## src/source/rv_cfg.svh

```systemverilog
`ifndef RV_CFG_SVH
`define RV_CFG_SVH

// first fetch address after reset
`define RV_RESET_PC 32'h0000_0000

// architectural register count
`define RV_REG_COUNT 32

// memory depths in 32-bit words
`define RV_IMEM_WORDS 256
`define RV_DMEM_WORDS 256

`endif

```

## src/source/rv_pkg.sv

```systemverilog
package rv_pkg;

  // base opcodes of the supported subset
  localparam logic [6:0] OP_REG    = 7'b0110011;
  localparam logic [6:0] OP_IMM    = 7'b0010011;
  localparam logic [6:0] OP_LOAD   = 7'b0000011;
  localparam logic [6:0] OP_STORE  = 7'b0100011;
  localparam logic [6:0] OP_BRANCH = 7'b1100011;
  localparam logic [6:0] OP_JAL    = 7'b1101111;

  typedef struct packed {
    logic [6:0] funct7;
    logic [4:0] rs2;
    logic [4:0] rs1;
    logic [2:0] funct3;
    logic [4:0] rd;
    logic [6:0] opcode;
  } rv_r_fmt_t;

  typedef struct packed {
    logic [11:0] imm12;
    logic [4:0]  rs1;
    logic [2:0]  funct3;
    logic [4:0]  rd;
    logic [6:0]  opcode;
  } rv_i_fmt_t;

  typedef struct packed {
    logic [6:0] imm_hi;
    logic [4:0] rs2;
    logic [4:0] rs1;
    logic [2:0] funct3;
    logic [4:0] imm_lo;
    logic [6:0] opcode;
  } rv_s_fmt_t;

  // branch offset bits as scattered in the word
  typedef struct packed {
    logic       imm12;
    logic [5:0] imm10_5;
    logic [4:0] rs2;
    logic [4:0] rs1;
    logic [2:0] funct3;
    logic [3:0] imm4_1;
    logic       imm11;
    logic [6:0] opcode;
  } rv_b_fmt_t;

  typedef union packed {
    rv_r_fmt_t r_fmt;
    rv_i_fmt_t i_fmt;
    rv_s_fmt_t s_fmt;
    rv_b_fmt_t b_fmt;
  } rv_inst_u;

  typedef enum logic [2:0] {
    ALU_ADD, ALU_SUB, ALU_AND, ALU_OR, ALU_XOR, ALU_SLT
  } rv_alu_op_e;

  typedef enum logic [1:0] {RES_ALU, RES_MEM, RES_PC4} rv_result_src_e;

  typedef enum logic [1:0] {IMM_I, IMM_S, IMM_B, IMM_J} rv_imm_sel_e;

  typedef enum logic [1:0] {FWD_REG, FWD_MEM, FWD_WB} rv_fwd_sel_e;

endpackage

```

## src/source/rv_regfile.sv

```systemverilog
`include "rv_cfg.svh"

module rv_regfile (
  input  logic        clk,
  input  logic        reset,
  input  logic [4:0]  rs1,
  input  logic [4:0]  rs2,
  input  logic [4:0]  rd,
  input  logic        we,
  input  logic [31:0] wd,
  output logic [31:0] rd1,
  output logic [31:0] rd2
);

  logic [31:0] regs [`RV_REG_COUNT];

  always_ff @(posedge clk) begin
    if (reset) begin
      for (int i = 0; i < `RV_REG_COUNT; i++)
        regs[i] <= '0;
    end else if (we && rd != 5'd0) begin
      regs[rd] <= wd;
    end
  end

  // write-through so decode sees the writeback value
  assign rd1 = (rs1 == 5'd0) ? '0 : (we && rd == rs1) ? wd : regs[rs1];
  assign rd2 = (rs2 == 5'd0) ? '0 : (we && rd == rs2) ? wd : regs[rs2];

endmodule

```

## src/source/rv_hazard.sv

```systemverilog
module rv_hazard import rv_pkg::*; (
  input  logic [4:0]     dec_rs1,
  input  logic [4:0]     dec_rs2,
  input  logic [4:0]     exec_rs1,
  input  logic [4:0]     exec_rs2,
  input  logic [4:0]     exec_rd,
  input  logic [4:0]     mem_rd,
  input  logic [4:0]     wb_rd,
  input  rv_result_src_e exec_result_src,
  input  logic           mem_reg_write,
  input  logic           wb_reg_write,
  input  logic           exec_branch_taken,
  output rv_fwd_sel_e    fwd_a,
  output rv_fwd_sel_e    fwd_b,
  output logic           fetch_stall,
  output logic           decode_stall,
  output logic           decode_flush,
  output logic           exec_flush
);

  logic load_use;

  // memory stage wins over writeback
  always_comb begin
    if (mem_reg_write && mem_rd != 5'd0 && mem_rd == exec_rs1)
      fwd_a = FWD_MEM;
    else if (wb_reg_write && wb_rd != 5'd0 && wb_rd == exec_rs1)
      fwd_a = FWD_WB;
    else
      fwd_a = FWD_REG;

    if (mem_reg_write && mem_rd != 5'd0 && mem_rd == exec_rs2)
      fwd_b = FWD_MEM;
    else if (wb_reg_write && wb_rd != 5'd0 && wb_rd == exec_rs2)
      fwd_b = FWD_WB;
    else
      fwd_b = FWD_REG;
  end

  // load in execute feeding the instruction in decode
  assign load_use = exec_result_src == RES_MEM && exec_rd != 5'd0 &&
                    (exec_rd == dec_rs1 || exec_rd == dec_rs2);

  assign fetch_stall  = load_use;
  assign decode_stall = load_use;
  assign decode_flush = exec_branch_taken;
  assign exec_flush   = load_use || exec_branch_taken;

endmodule

```

## src/source/rv_controller.sv

```systemverilog
module rv_controller import rv_pkg::*; (
  input  logic           clk,
  input  logic           reset,
  input  rv_inst_u       dec_inst,
  input  logic           exec_equal,
  input  logic           decode_stall,
  input  logic           decode_flush,
  input  logic           exec_flush,
  output rv_imm_sel_e    dec_imm_sel,
  output rv_alu_op_e     exec_alu_op,
  output logic           exec_alu_src,
  output logic           exec_is_branch,
  output logic           exec_branch_ne,
  output logic           exec_is_jal,
  output logic           exec_branch_taken,
  output rv_result_src_e exec_result_src,
  output logic           mem_req,
  output logic           mem_write,
  output logic           mem_reg_write,
  output rv_result_src_e wb_result_src,
  output logic           wb_reg_write
);

  logic           dec_valid;
  logic           d_reg_write, d_mem_req, d_mem_write;
  logic           d_alu_src, d_is_branch, d_branch_ne, d_is_jal;
  rv_alu_op_e     d_alu_op;
  rv_result_src_e d_result_src;
  logic           exec_reg_write, exec_mem_req, exec_mem_write;
  rv_result_src_e mem_result_src;

  // decode slot holds a real instruction unless flushed
  always_ff @(posedge clk) begin
    if (reset || decode_flush)
      dec_valid <= 1'b0;
    else if (!decode_stall)
      dec_valid <= 1'b1;
  end

  always_comb begin
    d_reg_write  = 1'b0;
    d_mem_req    = 1'b0;
    d_mem_write  = 1'b0;
    d_alu_src    = 1'b0;
    d_is_branch  = 1'b0;
    d_branch_ne  = 1'b0;
    d_is_jal     = 1'b0;
    d_alu_op     = ALU_ADD;
    d_result_src = RES_ALU;
    dec_imm_sel  = IMM_I;
    case (dec_inst.r_fmt.opcode)
      OP_REG: begin
        d_reg_write = 1'b1;
        case (dec_inst.r_fmt.funct3)
          3'b000: d_alu_op = dec_inst.r_fmt.funct7[5] ? ALU_SUB : ALU_ADD;
          3'b010: d_alu_op = ALU_SLT;
          3'b100: d_alu_op = ALU_XOR;
          3'b110: d_alu_op = ALU_OR;
          3'b111: d_alu_op = ALU_AND;
          default: d_reg_write = 1'b0;
        endcase
      end
      OP_IMM: begin
        // addi only
        d_reg_write = dec_inst.i_fmt.funct3 == 3'b000;
        d_alu_src   = 1'b1;
      end
      OP_LOAD: begin
        d_reg_write  = dec_inst.i_fmt.funct3 == 3'b010;
        d_mem_req    = d_reg_write;
        d_alu_src    = 1'b1;
        d_result_src = RES_MEM;
      end
      OP_STORE: begin
        d_mem_req   = dec_inst.s_fmt.funct3 == 3'b010;
        d_mem_write = d_mem_req;
        d_alu_src   = 1'b1;
        dec_imm_sel = IMM_S;
      end
      OP_BRANCH: begin
        d_is_branch = dec_inst.b_fmt.funct3[2:1] == 2'b00;
        d_branch_ne = dec_inst.b_fmt.funct3[0];
        dec_imm_sel = IMM_B;
      end
      OP_JAL: begin
        d_is_jal     = 1'b1;
        d_reg_write  = 1'b1;
        d_result_src = RES_PC4;
        dec_imm_sel  = IMM_J;
      end
      default: ;
    endcase
  end

  // decode to execute
  always_ff @(posedge clk) begin
    if (reset || exec_flush || !dec_valid) begin
      exec_alu_op     <= ALU_ADD;
      exec_alu_src    <= 1'b0;
      exec_is_branch  <= 1'b0;
      exec_branch_ne  <= 1'b0;
      exec_is_jal     <= 1'b0;
      exec_result_src <= RES_ALU;
      exec_reg_write  <= 1'b0;
      exec_mem_req    <= 1'b0;
      exec_mem_write  <= 1'b0;
    end else begin
      exec_alu_op     <= d_alu_op;
      exec_alu_src    <= d_alu_src;
      exec_is_branch  <= d_is_branch;
      exec_branch_ne  <= d_branch_ne;
      exec_is_jal     <= d_is_jal;
      exec_result_src <= d_result_src;
      exec_reg_write  <= d_reg_write;
      exec_mem_req    <= d_mem_req;
      exec_mem_write  <= d_mem_write;
    end
  end

  assign exec_branch_taken = exec_is_jal ||
                             (exec_is_branch && (exec_equal ^ exec_branch_ne));

  // execute to memory, then memory to writeback
  always_ff @(posedge clk) begin
    if (reset) begin
      mem_req        <= 1'b0;
      mem_write      <= 1'b0;
      mem_reg_write  <= 1'b0;
      mem_result_src <= RES_ALU;
      wb_reg_write   <= 1'b0;
      wb_result_src  <= RES_ALU;
    end else begin
      mem_req        <= exec_mem_req;
      mem_write      <= exec_mem_write;
      mem_reg_write  <= exec_reg_write;
      mem_result_src <= exec_result_src;
      wb_reg_write   <= mem_reg_write;
      wb_result_src  <= mem_result_src;
    end
  end

endmodule

```

## src/source/rv_datapath.sv

```systemverilog
`include "rv_cfg.svh"

module rv_datapath import rv_pkg::*; (
  input  logic           clk,
  input  logic           reset,
  input  logic [31:0]    imem_data,
  input  logic [31:0]    read_data,
  input  rv_imm_sel_e    dec_imm_sel,
  input  rv_alu_op_e     exec_alu_op,
  input  logic           exec_alu_src,
  input  logic           exec_is_branch,
  input  logic           exec_branch_ne,
  input  logic           exec_is_jal,
  input  logic           exec_branch_taken,
  input  rv_result_src_e wb_result_src,
  input  logic           wb_reg_write,
  input  rv_fwd_sel_e    fwd_a,
  input  rv_fwd_sel_e    fwd_b,
  input  logic           fetch_stall,
  input  logic           decode_stall,
  input  logic           decode_flush,
  input  logic           exec_flush,
  output logic [31:0]    imem_addr,
  output logic [31:0]    dmem_addr,
  output logic [31:0]    write_data,
  output rv_inst_u       dec_inst,
  output logic [4:0]     dec_rs1,
  output logic [4:0]     dec_rs2,
  output logic [4:0]     exec_rs1,
  output logic [4:0]     exec_rs2,
  output logic [4:0]     exec_rd,
  output logic           exec_equal,
  output logic [4:0]     mem_rd,
  output logic [4:0]     wb_rd
);

  logic [31:0] pc, dec_pc, exec_pc, exec_target;
  logic [31:0] dec_imm, dec_rd1, dec_rd2;
  logic [31:0] exec_imm, exec_rd1, exec_rd2;
  logic [31:0] src_a, src_b, alu_b, alu_out;
  logic [31:0] mem_result, mem_pc4;
  logic [31:0] wb_alu, wb_load, wb_pc4, wb_data;

  // fetch
  always_ff @(posedge clk) begin
    if (reset)
      pc <= `RV_RESET_PC;
    else if (exec_branch_taken)
      pc <= exec_target;
    else if (!fetch_stall)
      pc <= pc + 32'd4;
  end

  assign imem_addr = pc;

  // a zero word in decode acts as a bubble
  always_ff @(posedge clk) begin
    if (reset || decode_flush) begin
      dec_inst <= '0;
      dec_pc   <= '0;
    end else if (!decode_stall) begin
      dec_inst <= imem_data;
      dec_pc   <= pc;
    end
  end

  assign dec_rs1 = dec_inst.r_fmt.rs1;
  assign dec_rs2 = dec_inst.r_fmt.rs2;

  always_comb begin
    case (dec_imm_sel)
      IMM_S:
        dec_imm = {{20{dec_inst.s_fmt.imm_hi[6]}}, dec_inst.s_fmt.imm_hi,
                   dec_inst.s_fmt.imm_lo};
      IMM_B:
        dec_imm = {{20{dec_inst.b_fmt.imm12}}, dec_inst.b_fmt.imm11,
                   dec_inst.b_fmt.imm10_5, dec_inst.b_fmt.imm4_1, 1'b0};
      // jal offset reuses the i view fields
      IMM_J:
        dec_imm = {{12{dec_inst.i_fmt.imm12[11]}}, dec_inst.i_fmt.rs1,
                   dec_inst.i_fmt.funct3, dec_inst.i_fmt.imm12[0],
                   dec_inst.i_fmt.imm12[10:1], 1'b0};
      default:
        dec_imm = {{20{dec_inst.i_fmt.imm12[11]}}, dec_inst.i_fmt.imm12};
    endcase
  end

  rv_regfile u_regfile (
    .clk(clk), .reset(reset),
    .rs1(dec_rs1), .rs2(dec_rs2),
    .rd(wb_rd), .we(wb_reg_write), .wd(wb_data),
    .rd1(dec_rd1), .rd2(dec_rd2)
  );

  // decode to execute
  always_ff @(posedge clk) begin
    if (reset || exec_flush) begin
      exec_rs1 <= '0;
      exec_rs2 <= '0;
      exec_rd  <= '0;
    end else begin
      exec_rs1 <= dec_rs1;
      exec_rs2 <= dec_rs2;
      exec_rd  <= dec_inst.r_fmt.rd;
    end
  end

  always_ff @(posedge clk) begin
    exec_pc  <= dec_pc;
    exec_imm <= dec_imm;
    exec_rd1 <= dec_rd1;
    exec_rd2 <= dec_rd2;
  end

  // execute operand selection
  always_comb begin
    case (fwd_a)
      FWD_MEM: src_a = mem_result;
      FWD_WB:  src_a = wb_data;
      default: src_a = exec_rd1;
    endcase
    case (fwd_b)
      FWD_MEM: src_b = mem_result;
      FWD_WB:  src_b = wb_data;
      default: src_b = exec_rd2;
    endcase
  end

  assign alu_b       = exec_alu_src ? exec_imm : src_b;
  assign exec_equal  = src_a == src_b;
  assign exec_target = exec_pc + exec_imm;

  always_comb begin
    case (exec_alu_op)
      ALU_SUB: alu_out = src_a - alu_b;
      ALU_AND: alu_out = src_a & alu_b;
      ALU_OR:  alu_out = src_a | alu_b;
      ALU_XOR: alu_out = src_a ^ alu_b;
      ALU_SLT: alu_out = {31'd0, $signed(src_a) < $signed(alu_b)};
      default: alu_out = src_a + alu_b;
    endcase
  end

  // execute to memory
  always_ff @(posedge clk) begin
    if (reset)
      mem_rd <= '0;
    else
      mem_rd <= exec_rd;
  end

  // jal carries its link value as the result
  always_ff @(posedge clk) begin
    mem_result <= exec_is_jal ? exec_pc + 32'd4 : alu_out;
    mem_pc4    <= exec_pc + 32'd4;
    write_data <= src_b;
  end

  assign dmem_addr = mem_result;

  // memory to writeback
  always_ff @(posedge clk) begin
    if (reset)
      wb_rd <= '0;
    else
      wb_rd <= mem_rd;
  end

  always_ff @(posedge clk) begin
    wb_alu  <= mem_result;
    wb_load <= read_data;
    wb_pc4  <= mem_pc4;
  end

  always_comb begin
    case (wb_result_src)
      RES_MEM: wb_data = wb_load;
      RES_PC4: wb_data = wb_pc4;
      default: wb_data = wb_alu;
    endcase
  end

endmodule

```

## src/source/rv_top.sv

```systemverilog
module rv_top import rv_pkg::*; (
  input  logic        clk,
  input  logic        reset,
  output logic [31:0] imem_addr,
  input  logic [31:0] imem_data,
  output logic [31:0] dmem_addr,
  output logic [31:0] write_data,
  input  logic [31:0] read_data,
  output logic        mem_req,
  output logic        mem_write
);

  // from datapath
  rv_inst_u       dec_inst;
  logic           exec_equal;
  logic [4:0]     dec_rs1, dec_rs2;
  logic [4:0]     exec_rs1, exec_rs2, exec_rd;
  logic [4:0]     mem_rd, wb_rd;

  // from controller
  rv_imm_sel_e    dec_imm_sel;
  rv_alu_op_e     exec_alu_op;
  logic           exec_alu_src;
  logic           exec_is_branch, exec_branch_ne, exec_is_jal;
  logic           exec_branch_taken;
  rv_result_src_e exec_result_src, wb_result_src;
  logic           mem_reg_write, wb_reg_write;

  // from hazard unit
  rv_fwd_sel_e    fwd_a, fwd_b;
  logic           fetch_stall, decode_stall, decode_flush, exec_flush;

  rv_datapath u_datapath (
    .clk(clk), .reset(reset),
    .imem_data(imem_data), .read_data(read_data),
    .dec_imm_sel(dec_imm_sel),
    .exec_alu_op(exec_alu_op), .exec_alu_src(exec_alu_src),
    .exec_is_branch(exec_is_branch), .exec_branch_ne(exec_branch_ne),
    .exec_is_jal(exec_is_jal), .exec_branch_taken(exec_branch_taken),
    .wb_result_src(wb_result_src), .wb_reg_write(wb_reg_write),
    .fwd_a(fwd_a), .fwd_b(fwd_b),
    .fetch_stall(fetch_stall), .decode_stall(decode_stall),
    .decode_flush(decode_flush), .exec_flush(exec_flush),
    .imem_addr(imem_addr), .dmem_addr(dmem_addr), .write_data(write_data),
    .dec_inst(dec_inst), .exec_equal(exec_equal),
    .dec_rs1(dec_rs1), .dec_rs2(dec_rs2),
    .exec_rs1(exec_rs1), .exec_rs2(exec_rs2), .exec_rd(exec_rd),
    .mem_rd(mem_rd), .wb_rd(wb_rd)
  );

  rv_controller u_controller (
    .clk(clk), .reset(reset),
    .dec_inst(dec_inst), .exec_equal(exec_equal),
    .decode_stall(decode_stall), .decode_flush(decode_flush),
    .exec_flush(exec_flush),
    .dec_imm_sel(dec_imm_sel),
    .exec_alu_op(exec_alu_op), .exec_alu_src(exec_alu_src),
    .exec_is_branch(exec_is_branch), .exec_branch_ne(exec_branch_ne),
    .exec_is_jal(exec_is_jal), .exec_branch_taken(exec_branch_taken),
    .exec_result_src(exec_result_src),
    .mem_req(mem_req), .mem_write(mem_write), .mem_reg_write(mem_reg_write),
    .wb_result_src(wb_result_src), .wb_reg_write(wb_reg_write)
  );

  rv_hazard u_hazard (
    .dec_rs1(dec_rs1), .dec_rs2(dec_rs2),
    .exec_rs1(exec_rs1), .exec_rs2(exec_rs2), .exec_rd(exec_rd),
    .mem_rd(mem_rd), .wb_rd(wb_rd),
    .exec_result_src(exec_result_src),
    .mem_reg_write(mem_reg_write), .wb_reg_write(wb_reg_write),
    .exec_branch_taken(exec_branch_taken),
    .fwd_a(fwd_a), .fwd_b(fwd_b),
    .fetch_stall(fetch_stall), .decode_stall(decode_stall),
    .decode_flush(decode_flush), .exec_flush(exec_flush)
  );

endmodule

```

## config.mk

```make
export PLATFORM = sky130hd
export DESIGN_NAME = rv_top
export DESIGN_NICKNAME = d
export VERILOG_FILES = /design/src/source/rv_pkg.sv /design/src/source/rv_regfile.sv /design/src/source/rv_hazard.sv /design/src/source/rv_controller.sv /design/src/source/rv_datapath.sv /design/src/source/rv_top.sv
export VERILOG_INCLUDE_DIRS = /design/src /design/src/source
export SDC_FILE = /design/constraint.sdc
export NUM_CORES = 2
export LEC_CHECK = 0
export BUFFER_PORTS_ARGS = -buffer_cell sky130_fd_sc_hd__buf_2
export CORE_MARGIN = 2
export CORE_UTILIZATION = 57
export CTS_BUF_LIST = sky130_fd_sc_hd__clkbuf_8 sky130_fd_sc_hd__clkbuf_16
export DETAILED_ROUTE_END_ITERATION = 10
export PLACE_DENSITY = 0.76
export SLEW_MARGIN = 25
export SYNTH_ARGS = -nofsm -noshare
export SYNTH_HDL_FRONTEND = slang
export SYNTH_HIERARCHICAL = 1
export SYNTH_SLANG_ARGS = --single-unit
```

## constraint.sdc

```tcl
create_clock -name clk -period 5 [get_ports clk]
set_clock_uncertainty 0.1 [all_clocks]
set_input_delay 0.5 -clock clk [delete_from_list [all_inputs] [get_ports clk]]
set_output_delay 0.5 -clock clk [all_outputs]
set_load 0.01 [all_outputs]
```

Word level (Yosys, flattened, before mapping)
Memories as Yosys holds them, arrays and structs flattened. A register that Yosys moved wholly into a read port is not among the register bits.
Index checks and enable logic that the tools add are counted.
{"block": "totals", "ram_bits": 1024, "out_inout_bits": 98, "in_bits": 66, "n_memories": 1, "ff_bits": 451}
{"name": "u_datapath.u_regfile.regs", "depth": 32, "word_bits": 32, "rd": 2, "rd_clocked_by_memory_dff": 2, "wr": 32, "line": "rv_regfile.sv:15", "source": "logic [31:0] regs [`RV_REG_COUNT];"}
{"block": "op_classes", "reduce_logical": 33, "mux": 35, "bitwise_logic": 8, "magnitude_cmp": 1, "add_sub_neg": 5, "eq_ne": 35}
{"op": "$mux 32", "count": 7}
{"op": "$pmux 32 s2", "count": 3}
{"op": "$pmux 32 s5", "count": 1}
{"op": "$add 32x3->32 const B", "count": 2}
{"op": "$add 32x32->32", "count": 2}
{"op": "$pmux 20 s3", "count": 1}
{"op": "$eq 5x5->1", "count": 8}
{"op": "$and 32x32->32", "count": 1}
{"op": "$eq 32x32->1", "count": 1}
{"op": "$lt 32x32->1", "count": 1}
{"op": "$or 32x32->32", "count": 1}
{"op": "$reduce_or 32->1", "count": 1}
{"op": "$sub 32x32->32", "count": 1}
{"op": "$xor 32x32->32", "count": 1}
{"op": "$mux 5", "count": 5}
{"op": "$eq 3x3->1 const B", "count": 5}
{"op": "$pmux 3 s5", "count": 1}
{"op": "$reduce_bool 5->1", "count": 3}
{"op": "$eq 7x6->1 const B", "count": 2}
{"op": "$eq 7x7->1 const B", "count": 2}
{"op": "$logic_and 1x1->1", "count": 11}
{"op": "$eq 2x1->1 const B", "count": 5}
{"op": "$eq 2x2->1 const B", "count": 5}
{"op": "$logic_not 5->1", "count": 2}
{"op": "other kinds (19)", "count": 45}

Longest topological paths before layout
{"block": "logic_depth", "ltp_word": 15, "ltp_mapped": 24, "mapped_depth_nobuf": 23}

Cells and area by module
The synthesis kept the hierarchy.
{"mod": "rv_regfile", "area_per_inst_um2": 55185.4, "cells_per_inst": 3830, "instances": 1, "seq_area_each_um2": 30749.5}
{"mod": "rv_datapath", "area_per_inst_um2": 21032.7, "cells_per_inst": 2413, "instances": 1, "seq_area_each_um2": 8608.3}
{"mod": "rv_controller", "area_per_inst_um2": 729.4, "cells_per_inst": 70, "instances": 1, "seq_area_each_um2": 400.4}
{"mod": "rv_hazard", "area_per_inst_um2": 427.9, "cells_per_inst": 55, "instances": 1, "seq_area_each_um2": 0.0}

Worst setup path before layout
OpenSTA, ideal clock, no wires.
{"block": "synth_path", "kind": "flip-flop to flip-flop", "start": "register u_datapath.mem_rd[1]", "end": "register u_datapath.mem_result[30] (netlist: u_datapath/dmem_addr[30])", "required_ns": 4.770, "arrival_time_ns": 5.112, "path_buffers": 2, "slack_ns": -0.342, "period_less_slack_ns": 5.342, "path_stages_with_launch": 24, "path_cell_list": "dfxtp_1 or4_1 o21ai_2 nor4_1 nor4_2 ha_1 clkbuf_1 buf_1 nand2_1 o21a_1 o21ai_0 ha_1 inv_1 fa_1 nor2b_1 o31a_1 o21ai_2 o31a_2 o21ai_2 nand2_1 o21ai_1 mux2_1 a2111oi_0 a21oi_1"}
{"block": "synth_between", "elab_chain_len": 10, "word_cells_on_any_way": 22}
{"element": "start, declared", "line": "rv_datapath.sv:33", "source": "output logic [4:0] mem_rd,"}
{"element": "start signal, assigned", "line": "rv_datapath.sv:149", "source": "mem_rd <= exec_rd;"}
{"element": "$reduce_bool 5->1", "line": "rv_hazard.sv:32", "source": "if (mem_reg_write && mem_rd != 5'd0 && mem_rd == exec_rs2)"}
{"element": "$logic_and 1x1->1", "line": "rv_hazard.sv:32"}
{"element": "$logic_and 1x1->1 (*)", "line": "rv_hazard.sv:32"}
{"element": "$mux 2 (*)", "line": "rv_hazard.sv:32"}
{"element": "net fwd_b[0]", "line": "rv_top.sv:30", "source": "rv_fwd_sel_e fwd_a, fwd_b;"}
{"element": "$eq 2x2->1 / $eq 2x1->1 (equally long branches)", "line": "rv_datapath.sv:122", "source": "case (fwd_b)"}
{"element": "$pmux 32 s2 (*)", "line": "rv_datapath.sv:122"}
{"element": "$mux 32 (*)", "line": "rv_datapath.sv:129", "source": "assign alu_b = exec_alu_src ? exec_imm : src_b;"}
{"element": "$add 32x32->32, or another cell as far along", "line": "rv_datapath.sv:140", "source": "default: alu_out = src_a + alu_b;"}
{"element": "$pmux 32 s5 (*)", "line": "rv_datapath.sv:134", "source": "case (exec_alu_op)"}
{"element": "$mux 32 (*)", "line": "rv_datapath.sv:154", "source": "mem_result <= exec_is_jal ? exec_pc + 32'd4 : alu_out;"}
{"element": "end signal, assigned", "line": "rv_datapath.sv:154"}
{"element": "end, declared", "line": "rv_datapath.sv:41", "source": "logic [31:0] mem_result, mem_pc4;"}
Mark *: on every way through the listed nets, which the timed path passes. The rest lies on a longest branch.
A chain may end at the register's enable or synchronous reset.

Final worst setup path
{"block": "layout_path", "start": "register u_datapath.mem_rd[4]", "end": "register u_datapath.mem_result[22] (netlist: u_datapath/dmem_addr[22])"}
Same word-level chain as after synthesis.

==> impl_metrics.tcl <==
set metrics [dict create \
    violations "setup timing" \
    numPortBuffers 163 \
    syn_to_final_growth_pct 18.0 \
    route.detailed.vias_per_inst 6.86 \
    mostFrequentLayoutCells "edfxtp_1 (1024), and2_1 (1012), buf_4 (566)" \
    grt_use_total_pct 39.1 \
    slowest_stage "or4_4" \
    cp_max_fo 6 \
    cp.buffers_inverters 5 \
    power.leakage_nw 34.5 \
    ant_nets 0 \
    grt_pass1_vias 57700 \
    die_w_um 372 \
    pre_cts_slack_ns -0.701 \
    critical_path_arrival_ns 5.84 \
    grt_max_degree 92 \
    syn_avg_cell_area_um2 12.2 \
    final_nets 7058 \
    hpwl_um 180000 \
    clock.fmax_ghz 0.190 \
    clk_latency_ns 0.82 \
    outcome "complete, but fails checks" \
    die_h_um 372 \
    setup_viol 111 \
    place.gp.congestion 1.07 \
    rsz0062_at_grt "true" \
    max_slew_margin_pct 18.8 \
    pin_count 164 \
    max_cap_violations 0 \
    rows 135 \
    cp_top_family "compound AO/OA/AOI/OAI gates" \
    syn_area_um2 77300 \
    crit_required_ns 5.57 \
    core_um2 135000 \
    vias 60066 \
    clk_pin_slew_ns 0.06 \
    grt_antenna_before_repair 9 \
    peakVddDrop_uv 384 \
    tightest_slew_ns 1.19 \
    initial_core_util_pct 57.2 \
    cts-buffers-inserted 154 \
    first_pass_iters 7 \
    holdCritPathClass "primary input to register" \
    tns_ns -9.44 \
    htreeDepth 4 \
    die-area_um2 139000 \
    overflow 0 \
    drc 0 \
    period_needed_ns 5.26 \
    final_common_cell "edfxtp_1" \
    wl_per_cell_um 31.9 \
    drtIter0Drc 9427 \
    syn-instance-count 6362 \
    criticalPathCategory "register to register" \
    drive_gt1_share_pct 28.2 \
    end_kind "register" \
    hold_viol_final 0 \
    worstPathCellList "or4_4, o21ai_4, nor4_4, nor4_4, buf_4, ha_4, buf_6, o21a_1, o21ai_2, ha_2, inv_2, fa_2, nor2b_2, o31a_1, o21ai_4, o31a_2, buf_6, o21ai_4, buf_6, o211ai_1, a311oi_4, a21oi_1" \
    drt_wl_total_um 280000 \
    finalPower_mw 32.9 \
    root_buffer "clkbuf_16" \
    startpoint_type "register" \
    cts_tree "built" \
    ys_warn_count 6 \
    drv_slew 0 \
    clock-sinks 1474 \
    crit_path_max_incr_delay_ns 0.54 \
    hold_slack_ns 0.122 \
    cts_buffer_depth 3 \
    power.density_nw_per_um2 361 \
    grt_pass1_wl_um 392000 \
    min_period_over_period_pct 105 \
    setup_ws_ns -0.262 \
]
## routing by layer
| layer | GRT usage [%] | up-vias | part of all wire (%) | routed length, µm |
|---|---|---|---|---|
| met3 | 9.70 | 1093 | 14 | 37800 |
| met2 | 57.4 | 4957 | 43 | 122000 |
| met4 | 24.1 | 4 | 7.3 | 20500 |
| met1 | 52.5 | 29454 | 36 | 99900 |
| li1 | - | 24558 | - | - |
| met5 | 0 | - | 0.0096 | 27 |
## sequential cells by signal, indices dropped and copies added (netlist names), 2 cells and up
signal / flops
u_datapath/u_regfile/regs: 1024
u_datapath/dec_inst: 32
u_datapath/dec_pc: 32
u_datapath/dmem_addr: 32
u_datapath/exec_pc: 32
u_datapath/exec_rd1: 32
u_datapath/exec_rd2: 32
u_datapath/imem_addr: 32
u_datapath/mem_pc4: 32
u_datapath/wb_alu: 32
u_datapath/wb_load: 32
u_datapath/wb_pc4: 32
u_datapath/write_data: 32
u_datapath/exec_imm: 21
u_datapath/exec_rd: 5
u_datapath/exec_rs1: 5
u_datapath/exec_rs2: 5
u_datapath/mem_rd: 5
u_datapath/wb_rd: 5
u_controller/exec_alu_op: 3
u_controller/mem_result_src: 2
u_controller/wb_result_src: 2
## per-stage QoR
step | util [%] | std cells | instance area (µm²)
after floorplan | - | 6393 | 77500
after global placement | 61.3 | 8332 | 82800
after detailed placement | 61.3 | 8333 | 82800
after CTS | 66.4 | 8722 | 89700
after global routing | 67.5 | 8761 | 91300
final | 67.5 | 8761 | 91300
## where the power goes
| group | total (mW) | internal, mW | switching [mW] | leakage [nW] |
|---|---|---|---|---|
| registers | 14.5 | 13.7 | 0.761 | 14.3 |
| logic | 7.21 | 2.77 | 4.43 | 17.7 |
| clock network | 11.3 | 6.28 | 4.97 | 2.54 |
| total | 32.9 | 22.8 | 10.2 | 34.5 |
## cell type report
type                       count  area (µm²)
fill                        9584       43900
inverter                     167         631
antenna                        2        5.00
multi-input combinational   4194       36700
clock inverter               105         713
sequential                  1474       39800
timing repair buffer         863        6970
clock buffer                 175        4200
tap                         1781        2230
## path summary, 6_finish.rpt
kind	start	to	slack, ns	cells past startpoint
hold / removal	reset	u_datapath/imem_addr[20]	0.12	2
setup reg to reg	u_datapath/mem_rd[4]	u_datapath/dmem_addr[22]	-0.26	22
hold reg to reg	u_datapath/mem_pc4[22]	u_datapath/wb_pc4[22]	0.22	0
setup / recovery	u_datapath/mem_rd[4]	u_datapath/dmem_addr[22]	-0.26	22
## timing repair
action                                  CTS  global route
gates resized for setup                 218           262
gates cloned                              1            16
endpoints found under the setup margin  117           146
pin swaps                                88           133
buffers inserted                         48            24
hold endpoints to repair                 64             0
hold buffers                             64             0
## worst reg2reg max path, cell delays in order (launching register included)
cell and delay [ns]:
dfxtp_2 0.32, or4_4 0.54, o21ai_4 0.17, nor4_4 0.08, nor4_4 0.33, buf_4 0.18, ha_4 0.23, buf_6 0.14
o21a_1 0.19, o21ai_2 0.18, ha_2 0.23, inv_2 0.04, fa_2 0.35, nor2b_2 0.15, o31a_1 0.24, o21ai_4 0.12
o31a_2 0.34, buf_6 0.14, o21ai_4 0.20, buf_6 0.13, o211ai_1 0.13, a311oi_4 0.48, a21oi_1 0.13
Power figures use the tool's default switching activity.
